`src/hw/axi_udp_pkg.sv`:
```
`default_nettype none

package axi_udp_pkg;

    localparam int word_w  = 32;
    localparam int addr_w  = 32;
    localparam int len_w   = 8;
    localparam int id_w    = 4;
    localparam int burst_w = 2;
    localparam int resp_w  = 2;
    localparam int strb_w  = 4;

    localparam logic [7:0] cmd_marker  = 8'h00;
    localparam logic [7:0] data_marker = 8'hff;

    localparam int addr_q_depth  = 16;
    localparam int wdata_q_depth = 512;
    localparam int bresp_q_depth = 16;

    // first word on top, address word below
    typedef struct packed {
        logic [7:0]         marker;   // 63:56
        logic [burst_w-1:0] burst;    // 55:54
        logic [1:0]         id;       // 53:52
        logic [2:0]         rsvd_hi;
        logic               wr;       // 48
        logic [len_w-1:0]   len;      // 47:40
        logic [7:0]         rsvd_lo;
        logic [addr_w-1:0]  addr;
    } desc_t;

    typedef struct packed {
        logic [7:0]        marker;    // 31:24
        logic [3:0]        pad_a;
        logic [id_w-1:0]   id;        // 19:16
        logic [5:0]        pad_b;
        logic [resp_w-1:0] resp;      // 9:8
        logic [7:0]        pad_c;
    } bresp_word_t;

    typedef enum logic [1:0] {
        parse_idle,
        parse_cmd_collect,
        parse_data_forward,
        parse_drain
    } parse_state_t;

    typedef enum logic [1:0] {
        issue_idle,
        issue_fetch,
        issue_present
    } issue_state_t;

endpackage

`default_nettype wire

```
`src/hw/udp_cmd_parser.sv`:
```
`timescale 1ns/1ps
`default_nettype none

module udp_cmd_parser
    import axi_udp_pkg::*;
(
    input  wire               gmii_rx_clk,
    input  wire               rstn,
    input  wire               udp_rx_en,
    input  wire  [word_w-1:0] udp_rx_data,
    input  wire               udp_rx_done,
    output logic              wr_desc_push,
    output logic              rd_desc_push,
    output desc_t             desc,
    output logic              wdata_push,
    output logic [word_w-1:0] wdata,
    output logic              wdata_last
);

    parse_state_t      state;
    parse_state_t      state_nxt;
    logic              have_first;   // first word of a pair is held
    logic [word_w-1:0] first_word;
    logic [7:0]        top_byte;
    desc_t             desc_nxt;
    logic              desc_done;
    logic              desc_ok;

    assign top_byte  = udp_rx_data[word_w-1 -: 8];
    assign desc_nxt  = desc_t'({first_word, udp_rx_data});
    assign desc_done = udp_rx_en && (state == parse_cmd_collect) && have_first;
    assign desc_ok   = (desc_nxt.marker == cmd_marker);

    always_comb begin
        state_nxt = state;
        case (state)
            parse_idle: begin
                if (udp_rx_en && !udp_rx_done) begin   // single-word packets carry nothing
                    if (top_byte == cmd_marker) begin
                        state_nxt = parse_cmd_collect;
                    end else if (top_byte == data_marker) begin
                        state_nxt = parse_data_forward;
                    end else begin
                        state_nxt = parse_drain;
                    end
                end
            end
            parse_cmd_collect, parse_data_forward, parse_drain: begin
                if (udp_rx_en && udp_rx_done) begin
                    state_nxt = parse_idle;
                end
            end
            default: state_nxt = parse_idle;
        endcase
    end

    always_ff @(posedge gmii_rx_clk or negedge rstn) begin
        if (!rstn) begin
            state        <= parse_idle;
            have_first   <= 1'b0;
            wr_desc_push <= 1'b0;
            rd_desc_push <= 1'b0;
            wdata_push   <= 1'b0;
        end else begin
            state        <= state_nxt;
            wr_desc_push <= desc_done && desc_ok && desc_nxt.wr;
            rd_desc_push <= desc_done && desc_ok && !desc_nxt.wr;
            wdata_push   <= udp_rx_en && (state == parse_data_forward);
            if (udp_rx_en && udp_rx_done) begin
                have_first <= 1'b0;   // odd trailing word is dropped
            end else if (udp_rx_en && (state_nxt == parse_cmd_collect)) begin
                have_first <= !have_first;
            end
        end
    end

    always_ff @(posedge gmii_rx_clk) begin
        if (udp_rx_en && !have_first) begin
            first_word <= udp_rx_data;
        end
        if (desc_done) begin
            desc <= desc_nxt;
        end
        if (udp_rx_en && (state == parse_data_forward)) begin
            wdata      <= udp_rx_data;
            wdata_last <= udp_rx_done;
        end
    end

endmodule

`default_nettype wire

```
`config.mk`:
```
export PLATFORM = sky130hd
export DESIGN_NAME = udp_cmd_parser
export DESIGN_NICKNAME = d
export VERILOG_FILES = /design/src/hw/axi_udp_pkg.sv /design/src/hw/udp_cmd_parser.sv
export SDC_FILE = /design/constraint.sdc
export NUM_CORES = 1
export LEC_CHECK = 0
export ABC_AREA = 1
export BUFFER_PORTS_ARGS = -buffer_cell sky130_fd_sc_hd__clkbuf_2
export CAP_MARGIN = 40
export CORE_MARGIN = 3
export CORE_UTILIZATION = 40
export DETAILED_ROUTE_END_ITERATION = 12
export PLACE_DENSITY = 0.69
export SLEW_MARGIN = 20
export SYNTH_ARGS = -nofsm -noshare
export SYNTH_HDL_FRONTEND = slang
export SYNTH_SLANG_ARGS = --single-unit
```
`constraint.sdc`:
```
create_clock -name gmii_rx_clk -period 4 [get_ports gmii_rx_clk]
set_input_delay 0 -clock gmii_rx_clk [delete_from_list [all_inputs] [get_ports gmii_rx_clk]]
set_output_delay 0 -clock gmii_rx_clk [all_outputs]
set_load 0.02 [all_outputs]
```
-- Word-level counts from Yosys, hierarchy flattened
Cells that the tools add are included.
- word-level logic and storage cells: 46
- input port bits: 36
- register bits after elaboration: 135
- output and inout port bits: 100
- mux-type cells: 7
- reduce and logical (&&, ||, !) cells: 18
- eq/ne operators: 5
- operators with widths (kind ; count):
    8-bit logical NOT ; 2
    1-bit logical AND ; 10
    8-bit equality test (second input constant) ; 1
    2-bit 2-to-1 mux ; 3
    2-bit by 1-bit equality test with 1-bit output (second input constant) ; 2
    2-bit equality test (second input constant) ; 2
    2-bit one-hot mux with 2 select lines ; 1
    1-bit logical NOT ; 3
    1-bit 2-to-1 mux ; 3
    3-bit OR reduction ; 1
    2-bit logical NOT ; 1
    2-bit nonzero test ; 1

-- Logic depth before layout (Yosys ltp)
- word-level depth: 9
- mapped depth: 7
- mapped depth without buffers: 7

-- Least setup slack after synthesis
No wires, ideal clock.
- kind: register to register
- start point: reg state[1]
- end point: reg wdata[0], enable pin
- arrival time: 2.761 ns
- buffers on the path: 0
- cell stages (with the launch flop): 3
- required time: 3.534 ns
- slack: 0.773 ns
- library setup time: 0.466 ns
- period minus slack after synthesis: 3.227 ns
- cell sequence: dfrtp_1 -> inv_1 -> nor3_1
- cells in the longest elaborated chain, start to end: 2
- ends and longest elaborated chain (what ; line ; source):
    start, declared ; udp_cmd_parser.sv:20 ; parse_state_t state;
    start signal, assigned ; udp_cmd_parser.sv:59 ; state <= parse_idle;
    start signal, assigned ; udp_cmd_parser.sv:65 ; state <= state_nxt;
    2-bit equality test ; udp_cmd_parser.sv:84 ; if (udp_rx_en && (state == parse_data_forward)) begin
    1-bit logical AND ; udp_cmd_parser.sv:84 ;
    end signal, assigned ; udp_cmd_parser.sv:85 ; wdata <= udp_rx_data;
    end, declared ; udp_cmd_parser.sv:16 ; output logic [word_w-1:0] wdata,
No other way between the ends.
A chain may end at the register's enable or synchronous reset.

-- Final worst setup path
- start point: reg have_first
- end point: reg desc[11] (netlist bit), enable pin
- cells in the longest elaborated chain, start to end: 1
- ends and longest elaborated chain (what ; line ; source):
    start, declared ; udp_cmd_parser.sv:22 ; logic have_first;
    start signal, assigned ; udp_cmd_parser.sv:72 ; have_first <= !have_first;
    1-bit logical AND ; udp_cmd_parser.sv:31 ; assign desc_done = udp_rx_en && (state == parse_cmd_collect) && have_first;
    end signal, assigned ; udp_cmd_parser.sv:82 ; desc <= desc_nxt;
    end, declared ; udp_cmd_parser.sv:14 ; output desc_t desc,
No other way between the ends.

==> results.tsv <==
stage	metric	value	unit
critical_path	reg2reg_from	have_first	
die	initial_core_util	42.2	%
yosys	syn_inst	172	
timing	worstMarginPinSlew	0.526	ns
critical_path	end_kind	flip-flop	
place	io_buffers	135	
worst_hold_path	min_path_type	in2reg	
yosys	synth_nets	208	
finish	layout.nets	403	
global_routing	track_usage	13.8	%
route	vias	2257	
flow_run	maxCapViolations	0	
global_routing	grt_pass1_wl	11600	um
route	wirelength	7690	um
timing	fin_worst_skew	0.0119	ns
yosys	synth_edf_count	129	
finish	area_growth	42.8	%
timing	final_max_slew_viol_count	0	
yosys	syn_area	4220	sq um
clocking	cts_resized	0	
clocking	clockRootBuffer	clkbuf_8	
clocking	cts_tree	yes	
yosys	synth_area_leader_cell	edfxtp_1	
timing	tns	0	ns
yosys	ys_ff_latch	135	
die	rows	36	
route	wire_per_inst	15.0	um
global_routing	grt_pass1_vias	2263	
clocking	clk_pin_slew	0.06	ns
route	final_antenna_net_count	0	
yosys	synthDistinctLibCells	15	
clocking	cts_made_buffers	17	
yosys	async_reset_ff_share	4.44	%
yosys	yosys_warnings	0	
yosys	ys_seq_area_share	95.4	%
global_routing	antenna_found_initial	0	
clocking	cts.path.max_buffers	2	
yosys	yosysMostFrequentCell	edfxtp_1	
clocking	cts_sinks	135	
outcome	run_status	complete, no violations	
clocking	clock_latency	0.51	ns
timing	fin_crit_sh	38.5	%
die	io_pins	136	
route	dr.first_iter.drc_count	71	
place	placed_cell_area	5130	sq um
yosys	synth_top_area_share	91.8	%
global_routing	gr-total-overflow	0	
critical_path	worstPathMaxFanout	41	
yosys	synth_area_leaders	edfxtp_1 92%, dfrtp_1 3.6%, nand2_1 0.89%	
pwr	power_leakage	2.35	nW
route	dr.pass1.iters	4	
die	die_x	109	um
pwr	power.density	592	nW/um^2
place	gp_congestion	0.748	
die	dieArea	11800	sq um
yosys	ys_dominant_reg_cell	edfxtp_1	
critical_path	startpoint	have_first	
timing	setup_viol	0	
timing	final.min_clock_period	1.54	ns
critical_path	path_cells	nand2_1 -> nor3_4 -> buf_4	
critical_path	crit_path_max_incr_delay	0.46	ns
worst_hold_path	min_from	udp_rx_data[13]	
timing	rsz0062_at_grt	no	
timing	fmax	0.649	GHz
critical_path	slowest_stage	buf_4	
pwr	ir_worst_vdd	287	uV
global_routing	grt_max_degree	42	
finish	drive_gt1_share	47.4	%
place	hpwl	5150	um
yosys	synthTopCellsByCount	129 x edfxtp_1, 10 x nand2_1, 8 x nor2_1, 6 x dfrtp_1, 5 x inv_1	
critical_path	worstPathArrival	1.68	ns
route	vias_per_cell	4.40	
route	drc_errors	0	
finish	fin_area	6020	sq um
timing	slew_headroom	65.0	%
die	core	10000	sq um
timing	hold_violations	0	
critical_path	crit_required	4.14	ns
clocking	htree_levels	4	
die	die_h	109	um
yosys	syn_area_per_cell	24.5	sq um
finish	diodes	0	
critical_path	worstSetupStartpointType	flip-flop	
critical_path	worstSetupPathType	reg2reg	
timing	hold_ws	0.238	ns
## routing by layer
metal	up-vias	GRT usage [%]	share of wire, %
met4	0	5.95	0.85
met3	7	5.27	6.8
li1	1068	-	-
met2	95	23.0	52
met1	1087	16.0	41
met5	-	0	0
## per-stage QoR
step / instances / setup slack [ns] / utilization, % / power [mW]
after global routing: 513 / 2.35 / 60.2 / 3.72
after global placement: 444 / 2.43 / 51.0 / 2.19
final: 513 / 2.46 / 60.2 / 3.56
after floorplan: 172 / 0.773 / - / 2.04
after CTS: 513 / 2.46 / 60.2 / 3.62
after detailed placement: 445 / 2.47 / 51.3 / 2.22
## report_power, final
| group | switching (mW) | internal [mW] | leakage, nW |
|---|---|---|---|
| combinational | 0.268 | 0.125 | 0.836 |
| sequential | 0.0570 | 1.76 | 1.26 |
| clock | 0.583 | 0.771 | 0.248 |
## worst paths after layout
check	endpoint	slack, ns	cells after the start
min in group asynchronous	wdata_push	0.42	3
min reg2reg	desc[35]	0.41	0
max in group asynchronous	wr_desc_push	3.35	3
min	desc[13]	0.24	2
max	desc[11]	2.46	3
max reg2reg	desc[11]	2.46	3
## cell families after synthesis
group / count (synthesis) / synth area share [%]
compound gates: 3 / 0.445
buf+inv: 6 / 0.534
flops: 135 / 95.4
simple gates: 28 / 3.65
## flip-flops by register name, indices dropped and copies added, names as in the netlist, 2 cells and up
signal and flops:
wdata 32, desc 64, first_word 32, state 2
## what timing repair did
action / 4_1_cts / 5_1_grt
hold endpoints to repair: 106 / 0
setup buffers: 0 / 0
hold buffers: 36 / 0
endpoints found under the setup margin: 0 / 0
## layout by cell type (no fill, tap or decap), drive strengths merged
cell / synthesis / routed
clkbuf: 0 / 152
edfxtp: 129 / 129
dlygate4sd3: 0 / 36
inv: 6 / 12
nand2: 10 / 10
nor2: 9 / 9
dfrtp: 6 / 6
clkinvlp: 0 / 5
buf: 0 / 5
clkinv: 0 / 4
nand4: 3 / 3
o21ai: 3 / 3
nor4: 2 / 2
nor3: 2 / 2
nand3: 2 / 2
## worst max-delay path, delay by kind of cell, from the launching register on
kind / cells / cell delay (ns)
buffers and inverters: 1 / 0.46
DFF: 1 / 0.44
and+or+nand+nor: 2 / 0.24
## cell type report
cell class	instances	area, sq um
multi-input cells	31	185
inverters	6	22.5
repair buffers	176	1090
clock buffers	17	414
flip-flops and latches	135	4020
clock inverters	15	119
well taps	133	166
fillers	780	3980
Note: power is estimated with default switching activity, not from simulation.
