[src/hw/axi_udp_pkg.sv]
`default_nettype none

package axi_udp_pkg;

    localparam int word_w  = 32;
    localparam int addr_w  = 32;
    localparam int len_w   = 8;
    localparam int id_w    = 4;
    localparam int burst_w = 2;
    localparam int resp_w  = 2;
    localparam int strb_w  = 4;

    localparam logic [7:0] cmd_marker  = 8'h00;
    localparam logic [7:0] data_marker = 8'hff;

    localparam int addr_q_depth  = 16;
    localparam int wdata_q_depth = 512;
    localparam int bresp_q_depth = 16;

    // first word on top, address word below
    typedef struct packed {
        logic [7:0]         marker;   // 63:56
        logic [burst_w-1:0] burst;    // 55:54
        logic [1:0]         id;       // 53:52
        logic [2:0]         rsvd_hi;
        logic               wr;       // 48
        logic [len_w-1:0]   len;      // 47:40
        logic [7:0]         rsvd_lo;
        logic [addr_w-1:0]  addr;
    } desc_t;

    typedef struct packed {
        logic [7:0]        marker;    // 31:24
        logic [3:0]        pad_a;
        logic [id_w-1:0]   id;        // 19:16
        logic [5:0]        pad_b;
        logic [resp_w-1:0] resp;      // 9:8
        logic [7:0]        pad_c;
    } bresp_word_t;

    typedef enum logic [1:0] {
        parse_idle,
        parse_cmd_collect,
        parse_data_forward,
        parse_drain
    } parse_state_t;

    typedef enum logic [1:0] {
        issue_idle,
        issue_fetch,
        issue_present
    } issue_state_t;

endpackage

`default_nettype wire

[src/hw/sync_fifo.sv]
`timescale 1ns/1ps
`default_nettype none

module sync_fifo #(
    parameter int width = 32,
    parameter int depth = 16
) (
    input  wire              clk,
    input  wire              rstn,
    input  wire              push,
    input  wire  [width-1:0] push_data,
    input  wire              pop,
    output logic [width-1:0] pop_data,
    output logic             full,
    output logic             empty
);

    localparam int ptr_w = (depth > 1) ? $clog2(depth) : 1;
    localparam int cnt_w = $clog2(depth + 1);

    logic [width-1:0] mem [depth];
    logic [ptr_w-1:0] wr_ptr;
    logic [ptr_w-1:0] rd_ptr;
    logic [cnt_w-1:0] count;
    logic             do_push;
    logic             do_pop;

    assign full    = (count == cnt_w'(depth));
    assign empty   = (count == '0);
    assign do_push = push && !full;   // overflow word is lost
    assign do_pop  = pop && !empty;

    always_ff @(posedge clk or negedge rstn) begin
        if (!rstn) begin
            wr_ptr <= '0;
            rd_ptr <= '0;
            count  <= '0;
        end else begin
            if (do_push) begin
                wr_ptr <= (wr_ptr == ptr_w'(depth - 1)) ? '0 : wr_ptr + 1'b1;
            end
            if (do_pop) begin
                rd_ptr <= (rd_ptr == ptr_w'(depth - 1)) ? '0 : rd_ptr + 1'b1;
            end
            count <= count + cnt_w'(do_push) - cnt_w'(do_pop);
        end
    end

    always_ff @(posedge clk) begin
        if (do_push) begin
            mem[wr_ptr] <= push_data;
        end
        if (do_pop) begin
            pop_data <= mem[rd_ptr];   // valid the cycle after pop
        end
    end

    a_no_overflow: assert property (@(posedge clk) disable iff (!rstn)
        !(push && full) && !(pop && empty))
        else $error("sync_fifo: push while full or pop while empty");

endmodule

`default_nettype wire

[src/hw/axi_addr_issuer.sv]
`timescale 1ns/1ps
`default_nettype none

module axi_addr_issuer
    import axi_udp_pkg::*;
(
    input  wire                gmii_rx_clk,
    input  wire                rstn,
    input  wire                desc_push,
    input  wire  desc_t        desc,
    input  wire                addr_ready,
    output logic [id_w-1:0]    addr_id,
    output logic [addr_w-1:0]  addr,
    output logic [len_w-1:0]   addr_len,
    output logic [burst_w-1:0] addr_burst,
    output logic               addr_valid
);

    issue_state_t state;
    desc_t        head;      // holds until the next pop
    logic         q_pop;
    logic         q_empty;

    sync_fifo #(
        .width ($bits(desc_t)),
        .depth (addr_q_depth)
    ) u_desc_q (
        .clk       (gmii_rx_clk),
        .rstn      (rstn),
        .push      (desc_push),
        .push_data (desc),
        .pop       (q_pop),
        .pop_data  (head),
        .full      (),
        .empty     (q_empty)
    );

    assign q_pop      = (state == issue_idle) && !q_empty;
    assign addr_valid = (state == issue_present);

    assign addr_id    = id_w'(head.id);
    assign addr       = head.addr;
    assign addr_len   = head.len;
    assign addr_burst = head.burst;

    always_ff @(posedge gmii_rx_clk or negedge rstn) begin
        if (!rstn) begin
            state <= issue_idle;
        end else begin
            case (state)
                issue_idle: begin
                    if (!q_empty) begin
                        state <= issue_fetch;
                    end
                end
                issue_fetch: begin
                    state <= issue_present;   // queue output now loaded
                end
                issue_present: begin
                    if (addr_ready) begin
                        state <= issue_idle;
                    end
                end
                default: state <= issue_idle;
            endcase
        end
    end

    a_addr_hold: assert property (@(posedge gmii_rx_clk) disable iff (!rstn)
        addr_valid && !addr_ready |=>
            addr_valid && $stable({addr_id, addr, addr_len, addr_burst}))
        else $error("axi_addr_issuer: address payload changed while stalled");

endmodule

`default_nettype wire

[config.mk]
export PLATFORM = sky130hd
export DESIGN_NAME = axi_addr_issuer
export DESIGN_NICKNAME = d
export VERILOG_FILES = /design/src/hw/axi_udp_pkg.sv /design/src/hw/sync_fifo.sv /design/src/hw/axi_addr_issuer.sv
export SDC_FILE = /design/constraint.sdc
export NUM_CORES = 1
export LEC_CHECK = 0
export BUFFER_PORTS_ARGS = -buffer_cell sky130_fd_sc_hd__buf_2
export CORE_MARGIN = 2
export CORE_UTILIZATION = 65
export CTS_BUF_LIST = sky130_fd_sc_hd__clkbuf_16
export DETAILED_ROUTE_END_ITERATION = 8
export GPL_ROUTABILITY_DRIVEN = 1
export PLACE_DENSITY = 0.88
export SETUP_SLACK_MARGIN = 0.15
export SYNTH_ARGS = -nofsm -noshare
export SYNTH_HDL_FRONTEND = slang
export SYNTH_SLANG_ARGS = --single-unit
[constraint.sdc]
create_clock -name gmii_rx_clk -period 10.4 [get_ports gmii_rx_clk]
set_input_delay 1.04 -clock gmii_rx_clk [delete_from_list [all_inputs] [get_ports gmii_rx_clk]]
set_output_delay 1.04 -clock gmii_rx_clk [all_outputs]
set_load 0.02 [all_outputs]
## Word-level counts from Yosys, hierarchy flattened

Memories as Yosys holds them, arrays and structs flattened. A register that Yosys moved wholly into a read port is not among the register bits.
Index checks and enable logic that the tools add are counted.

| storage, ports and cells | value |
|---|---|
| register bits after elaboration | 15 |
| bits in latches | 0 |
| memory bits (writable) | 1024 |
| bits in read-only memories | 0 |
| input bits | 68 |
| output and inout bits | 47 |
| logic and storage cells | 31 |
| memories | 1 |

Memories:

| memory | words | width | rd ports | clocked after Yosys merged registers in | write ports | RTL line | text |
|---|---|---|---|---|---|---|---|
| u_desc_q.mem | 16 | 64 | 1 | 1 | 1 | sync_fifo.sv:21 | `logic [width-1:0] mem [depth];` |

| cells by class | value |
|---|---|
| add/sub/neg operators | 4 |
| multiply operators | 0 |
| divide/modulo/power cells | 0 |
| magnitude comparators | 0 |
| equality and inequality tests | 7 |
| shifts and indexed selects | 0 |
| mux-type cells | 7 |
| bitwise operators | 0 |
| reduce and logical (&&, ||, !) cells | 8 |

Operators by type and width:

| operator | count |
|---|---|
| $add 4x1->4 const B | 2 |
| $eq 4x4->1 const B | 2 |
| $mux 4 | 2 |
| $pmux 2 s3 | 1 |
| $add 5x1->5 | 1 |
| $eq 5x5->1 const B | 1 |
| $logic_not 5->1 | 1 |
| $sub 5x1->5 | 1 |
| $mux 2 | 2 |
| $ne 2x2->1 const B | 2 |
| $logic_and 1x1->1 | 3 |
| $eq 2x1->1 const B | 1 |
| $eq 2x2->1 const B | 1 |
| $logic_not 1->1 | 2 |
| $logic_not 2->1 | 1 |
| $mux 1 | 2 |
| $reduce_and 2->1 | 1 |

## Longest topological paths before layout

| depth | value |
|---|---|
| depth after elaboration | 5 |
| depth in mapped cells | 13 |
| gate-level depth less buffers | 13 |

## By module

From an unflattened synthesis, not the netlist that was laid out.

| unflattened totals | value |
|---|---|
| cells, all modules | 1872 |
| area, all modules | 41865.2 µm² |

By module, submodules not included:

| module | times used | cells an instance | area each (µm²) | seq. area each (µm²) |
|---|---|---|---|---|
| sync_fifo | 1 | 1862 | 41763.8 | 32996.6 |
| axi_addr_issuer | 1 | 10 | 101.3 | 50.0 |

## Least setup slack after synthesis

OpenSTA, ideal clock, no wires.

| timing path | value |
|---|---|
| kind | reg2reg |
| start point | reg u_desc_q.count[2] |
| end point | reg u_desc_q.count[4] |
| setup time | 80 ps |
| arrival | 5653 ps |
| setup slack | 4667 ps |
| stages on the path, launching flop included | 14 |
| path buffers | 0 |
| period minus slack after synthesis | 5733 ps |
| cell sequence | dfrtp_1 -> inv_1 -> ha_1 -> nor4b_1 -> nor3_1 -> ha_1 -> inv_1 -> ha_1 -> inv_1 -> fa_1 -> inv_1 -> a21oi_1 -> o21bai_1 -> xnor2_1 |

| on the way | value |
|---|---|
| longest elaborated chain between the ends | 5 |
| elaborated cells between the ends (all ways) | 9 |

RTL lines:

| what | RTL line | text |
|---|---|---|
| start, declared | sync_fifo.sv:24 | `logic [cnt_w-1:0] count;` |
| start signal, assigned | sync_fifo.sv:45 | `count <= count + cnt_w'(do_push) - cnt_w'(do_pop);` |
| $logic_not 5->1 * | sync_fifo.sv:29 | `assign empty = (count == '0);` |
| $logic_not 1->1 * | sync_fifo.sv:31, axi_addr_issuer.sv:38 |  |
| $logic_and 1x1->1 | axi_addr_issuer.sv:38 | `assign q_pop = (state == issue_idle) && !q_empty;` |
| $logic_and 1x1->1 * | sync_fifo.sv:31 | `assign do_pop = pop && !empty;` |
| via u_desc_q.do_pop | sync_fifo.sv:26 | `logic do_pop;` |
| $sub 5x1->5 * | sync_fifo.sv:45 |  |

Mark *: on every way through the listed nets, which the timed path passes. The rest lies on a longest branch.
A chain may end at the register's enable or synchronous reset.

## Worst setup path in the final report

| timing path | value |
|---|---|
| start point | reg u_desc_q.count[3] |
| end point | mem u_desc_q.mem[3][54] (netlist bit) (enable) |

| on the way | value |
|---|---|
| longest elaborated chain between the ends | 5 |

RTL lines:

| what | RTL line | text |
|---|---|---|
| $eq 5x5->1 | sync_fifo.sv:28 | `assign full = (count == cnt_w'(depth));` |
| $logic_not 1->1 | sync_fifo.sv:30 | `assign do_push = push && !full;` |
| $logic_and 1x1->1 | sync_fifo.sv:30 |  |
| $mux 1 | sync_fifo.sv:50 | `if (do_push) begin` |
| $mux 1 (not written as such) | sync_fifo.sv:51 | `mem[wr_ptr] <= push_data;` |
| end, declared | sync_fifo.sv:21 |  |

Every way passes these cells.

==> metrics <==
Top FF cell, synth=edfxtp_1; post-synthesis register bit count=763; WL final=67.1 mm; largest family of logic cells by synthesized area=multiplexers; Clock Tree Root=clkbuf_16; Placed Instances=1,958; warnings from Yosys=0; worst-margin pin slew=1.32 ns; crit end category=register; net load switching power=2.84 mW; reg2reg end=u_desc_q.mem[3][54]; worst reg2reg startpoint=u_desc_q.count[3]; WL per Instance=32.1 um; CTS max path bufs=3; Overflow after GRT=0; Switching Share=0.310; final setup fails=0; Pre-Repair DR Iteration Count=5; DR iter-0 viols=1,871; Finished Layout Cells=2,091; Synth Area in XOR/XNOR=0.00180; clock sinks=763; critical path, cell by cell=inv_1, ha_1, a41oi_1, nand2_1, nor3_2, buf_4; Port Buf Inserts=92; power share of the clock group=0.283; Register Area=22,800 um2; Leak Pwr=10.7 nW; row count=77; Post-CTS Setup Bufs=0; P_int=6.33 mW; CTS H-tree depth=3; multiplexer share of the synthesized area=0.150; Comb power frac=0.270; Post-synth EDFFs=748; CTS tree=yes; max-slew violations=0; initial antenna violation count=3; CP Depth=6; Flop pwr share=0.447; r2r setup slk=6.28 ns; die area=46,700 um2; core area=44,300 um2; sequential cell area fraction in the yosys report=0.781; Crit path largest cell delay=1.11 ns; area of the multi-input gates=5940 um2; global-route wire length before repair=97.5 mm; remaining antenna violation count=0; critical path class=register to register; Syn Area/Cell=22.2 um2; Synth Area in Compound Gates=0.0349; final critical-path required period=4.12 ns; Clock Latency Late Sink=0.60 ns; Setup TNS=0 ns; Post-DP HPWL=30.1 mm; Clock Skew=0.0194 ns; vias in the first global route=15,200; library cells used by synthesis=40; RSZ-0062 raised after global routing=no; # DRC=0; RD Place Congestion=0.724; relative slew slack=0.115; worst endpoint required time=10.63 ns; Starting Density=0.660; final cycle utilization of the critical path=0.396; share of cells above drive strength 1=0.242; outcome=completed; Critical-path top delay cell=nor3_2; Die H=216 um; Via Count=14,500; Hold Vio Cnt, Final=0; largest net degree at the start of global routing=91; Worst Hold Class=primary input to asynchronous set/reset pin; Tot GR Track Use=0.293; CP Launch Type=register; synthesized cell area=29,200 um2; layout filler cell count=2,363; CTS Hold Bufs=0; cell count after synthesis=1,319; R2R depth=6; Via-to-Cell Ratio=6.95; Max Clock Freq=243 MHz; CP Buf/Inv Count=2; CTS clk-pin slew, worst paths=0.06 ns; synthesized-area fraction occupied by adder cells=0.00539; Post-synth ARST share=0.0197; nets@finish=1,521; post-synthesis simple-gate area fraction=0.00620; PostCTS Resize Cnt=0; Top Family by Delay on Critical Path=simple AND/OR/NAND/NOR gates; max-cap violations=0; total CTS buffers=73; Crit Path Max Fanout=36; P&R area growth vs syn=11.4%; Die Wd=216 um; Top Ports=115; Peak VDD IR=204 uV; pwr dens=281 nW/um2; CP arrival=4.34 ns
-- cells in the mapped netlist, drive strengths merged, types with 2 or more instances --
cell	count	area (um2)
a21o	2	15.0
dlygate4sd1	4	35.0
a32oi	44	385
mux2i	132	1320
xor2	2	17.5
nand2b	2	12.5
nor2	14	52.6
nand3	3	15.0
nor3	7	35.0
a22oi	44	330
mux4	132	3040
inv	13	48.8
mux2	3	33.8
xnor2	4	35.0
dfrtp	15	375
buf	55	454
a21oi	3	15.0
clkbuf	13	48.8
o21ai	47	235
nand2	8	30.0
ha	11	138
edfxtp	748	22500
-- power by group through the flow --
stage | Combinational [mW] | Clock (mW) | Sequential, mW
after floorplan | 1.77 | 0 | 4.12
after global placement | 2.34 | 0 | 4.12
after detailed placement | 2.42 | 0 | 4.14
after CTS | 2.48 | 2.62 | 4.10
after global routing | 2.62 | 2.72 | 4.13
final | 2.47 | 2.60 | 4.10
-- through the flow --
stage          setup slack (ns)  hold slack (ns)  total power [mW]   util  area (um2)
2_1_floorplan              4.67            0.475              5.89      -       29200
3_3_place_gp               6.05            0.520              6.46  0.683       30200
3_5_place_dp               5.82            0.532              6.56  0.683       30200
4_1_cts                    6.30            0.339              9.20  0.735       32600
5_1_grt                    6.16            0.360              9.47  0.735       32600
6_report                   6.28            0.356              9.17  0.735       32600
-- per-layer routing --
layer,wire (um),global-route usage,vias to the layer above
li1,-,-,5827
met1,23300,0.379,7511
met5,16,0,-
met3,6020,0.0509,189
met4,2510,0.128,2
met2,35200,0.497,1010
-- how the worst max path moves through the flow --
stage | from | to
2_1_floorplan | u_desc_q.count[2] | u_desc_q.count[4]
3_3_place_gp | desc_push | u_desc_q.mem[3][15]
3_5_place_dp | desc_push | u_desc_q.mem[3][5]
4_1_cts | u_desc_q.count[3] | u_desc_q.mem[3][55]
5_1_grt | u_desc_q.count[3] | u_desc_q.mem[3][53]
6_report | u_desc_q.count[3] | u_desc_q.mem[3][54]
-- kinds of logic after synthesis --
family	after synthesis
xor+xnor	6
buf+inv	86
simple gates	39
compound gates	145
mux	267
other cells	1
fa+ha+maj	12
flops	763
-- placed cells by master, fill, tap and decap left out, types with 4 or more instances in the layout --
cell        synthesis  final
edfxtp_1          748    748
mux2i_1           132    132
mux4_2            115    115
buf_2              26     92
clkbuf_16           0     77
a22oi_1            44     44
a32oi_1            44     44
o21ai_1            44     44
inv_1              13     26
buf_4              10     26
mux4_1             17     17
clkinv_1            0     16
nor2_4              0     13
dfrtp_1            15     12
ha_1               11     11
clkinv_2            0     10
nand2_1             8      8
bufinv_16           0      6
nor3_2              0      5
xnor2_1             4      4
clkinvlp_4          0      4
-- worst register-to-register path, delay by kind of cell (launching register included) --
family / cells / cell delay, ns
AO/OA/AOI/OAI: 1 / 0.69
flip-flops: 1 / 0.36
AND/OR/NAND/NOR: 2 / 1.60
adder cells (fa/ha/maj): 1 / 0.20
buffers and inverters: 2 / 0.87
-- final cells by class --
cell class,count,area share
sequential,763,0.701
clock buffer,77,0.0591
timing repair buffer,119,0.0207
clock inverter,54,0.0125
multi-input combinational,471,0.182
inverter,13,0.00150
antenna,2,0.000154
tap,592,0.0227
-- state kept, by name, summed over array words and instances, names as in the netlist --
register / count
u_desc_q.mem: 704
u_desc_q.pop_data: 44
u_desc_q.count: 5
u_desc_q.rd_ptr: 4
u_desc_q.wr_ptr: 4
state: 2
Note: power is estimated with default switching activity, not from simulation.
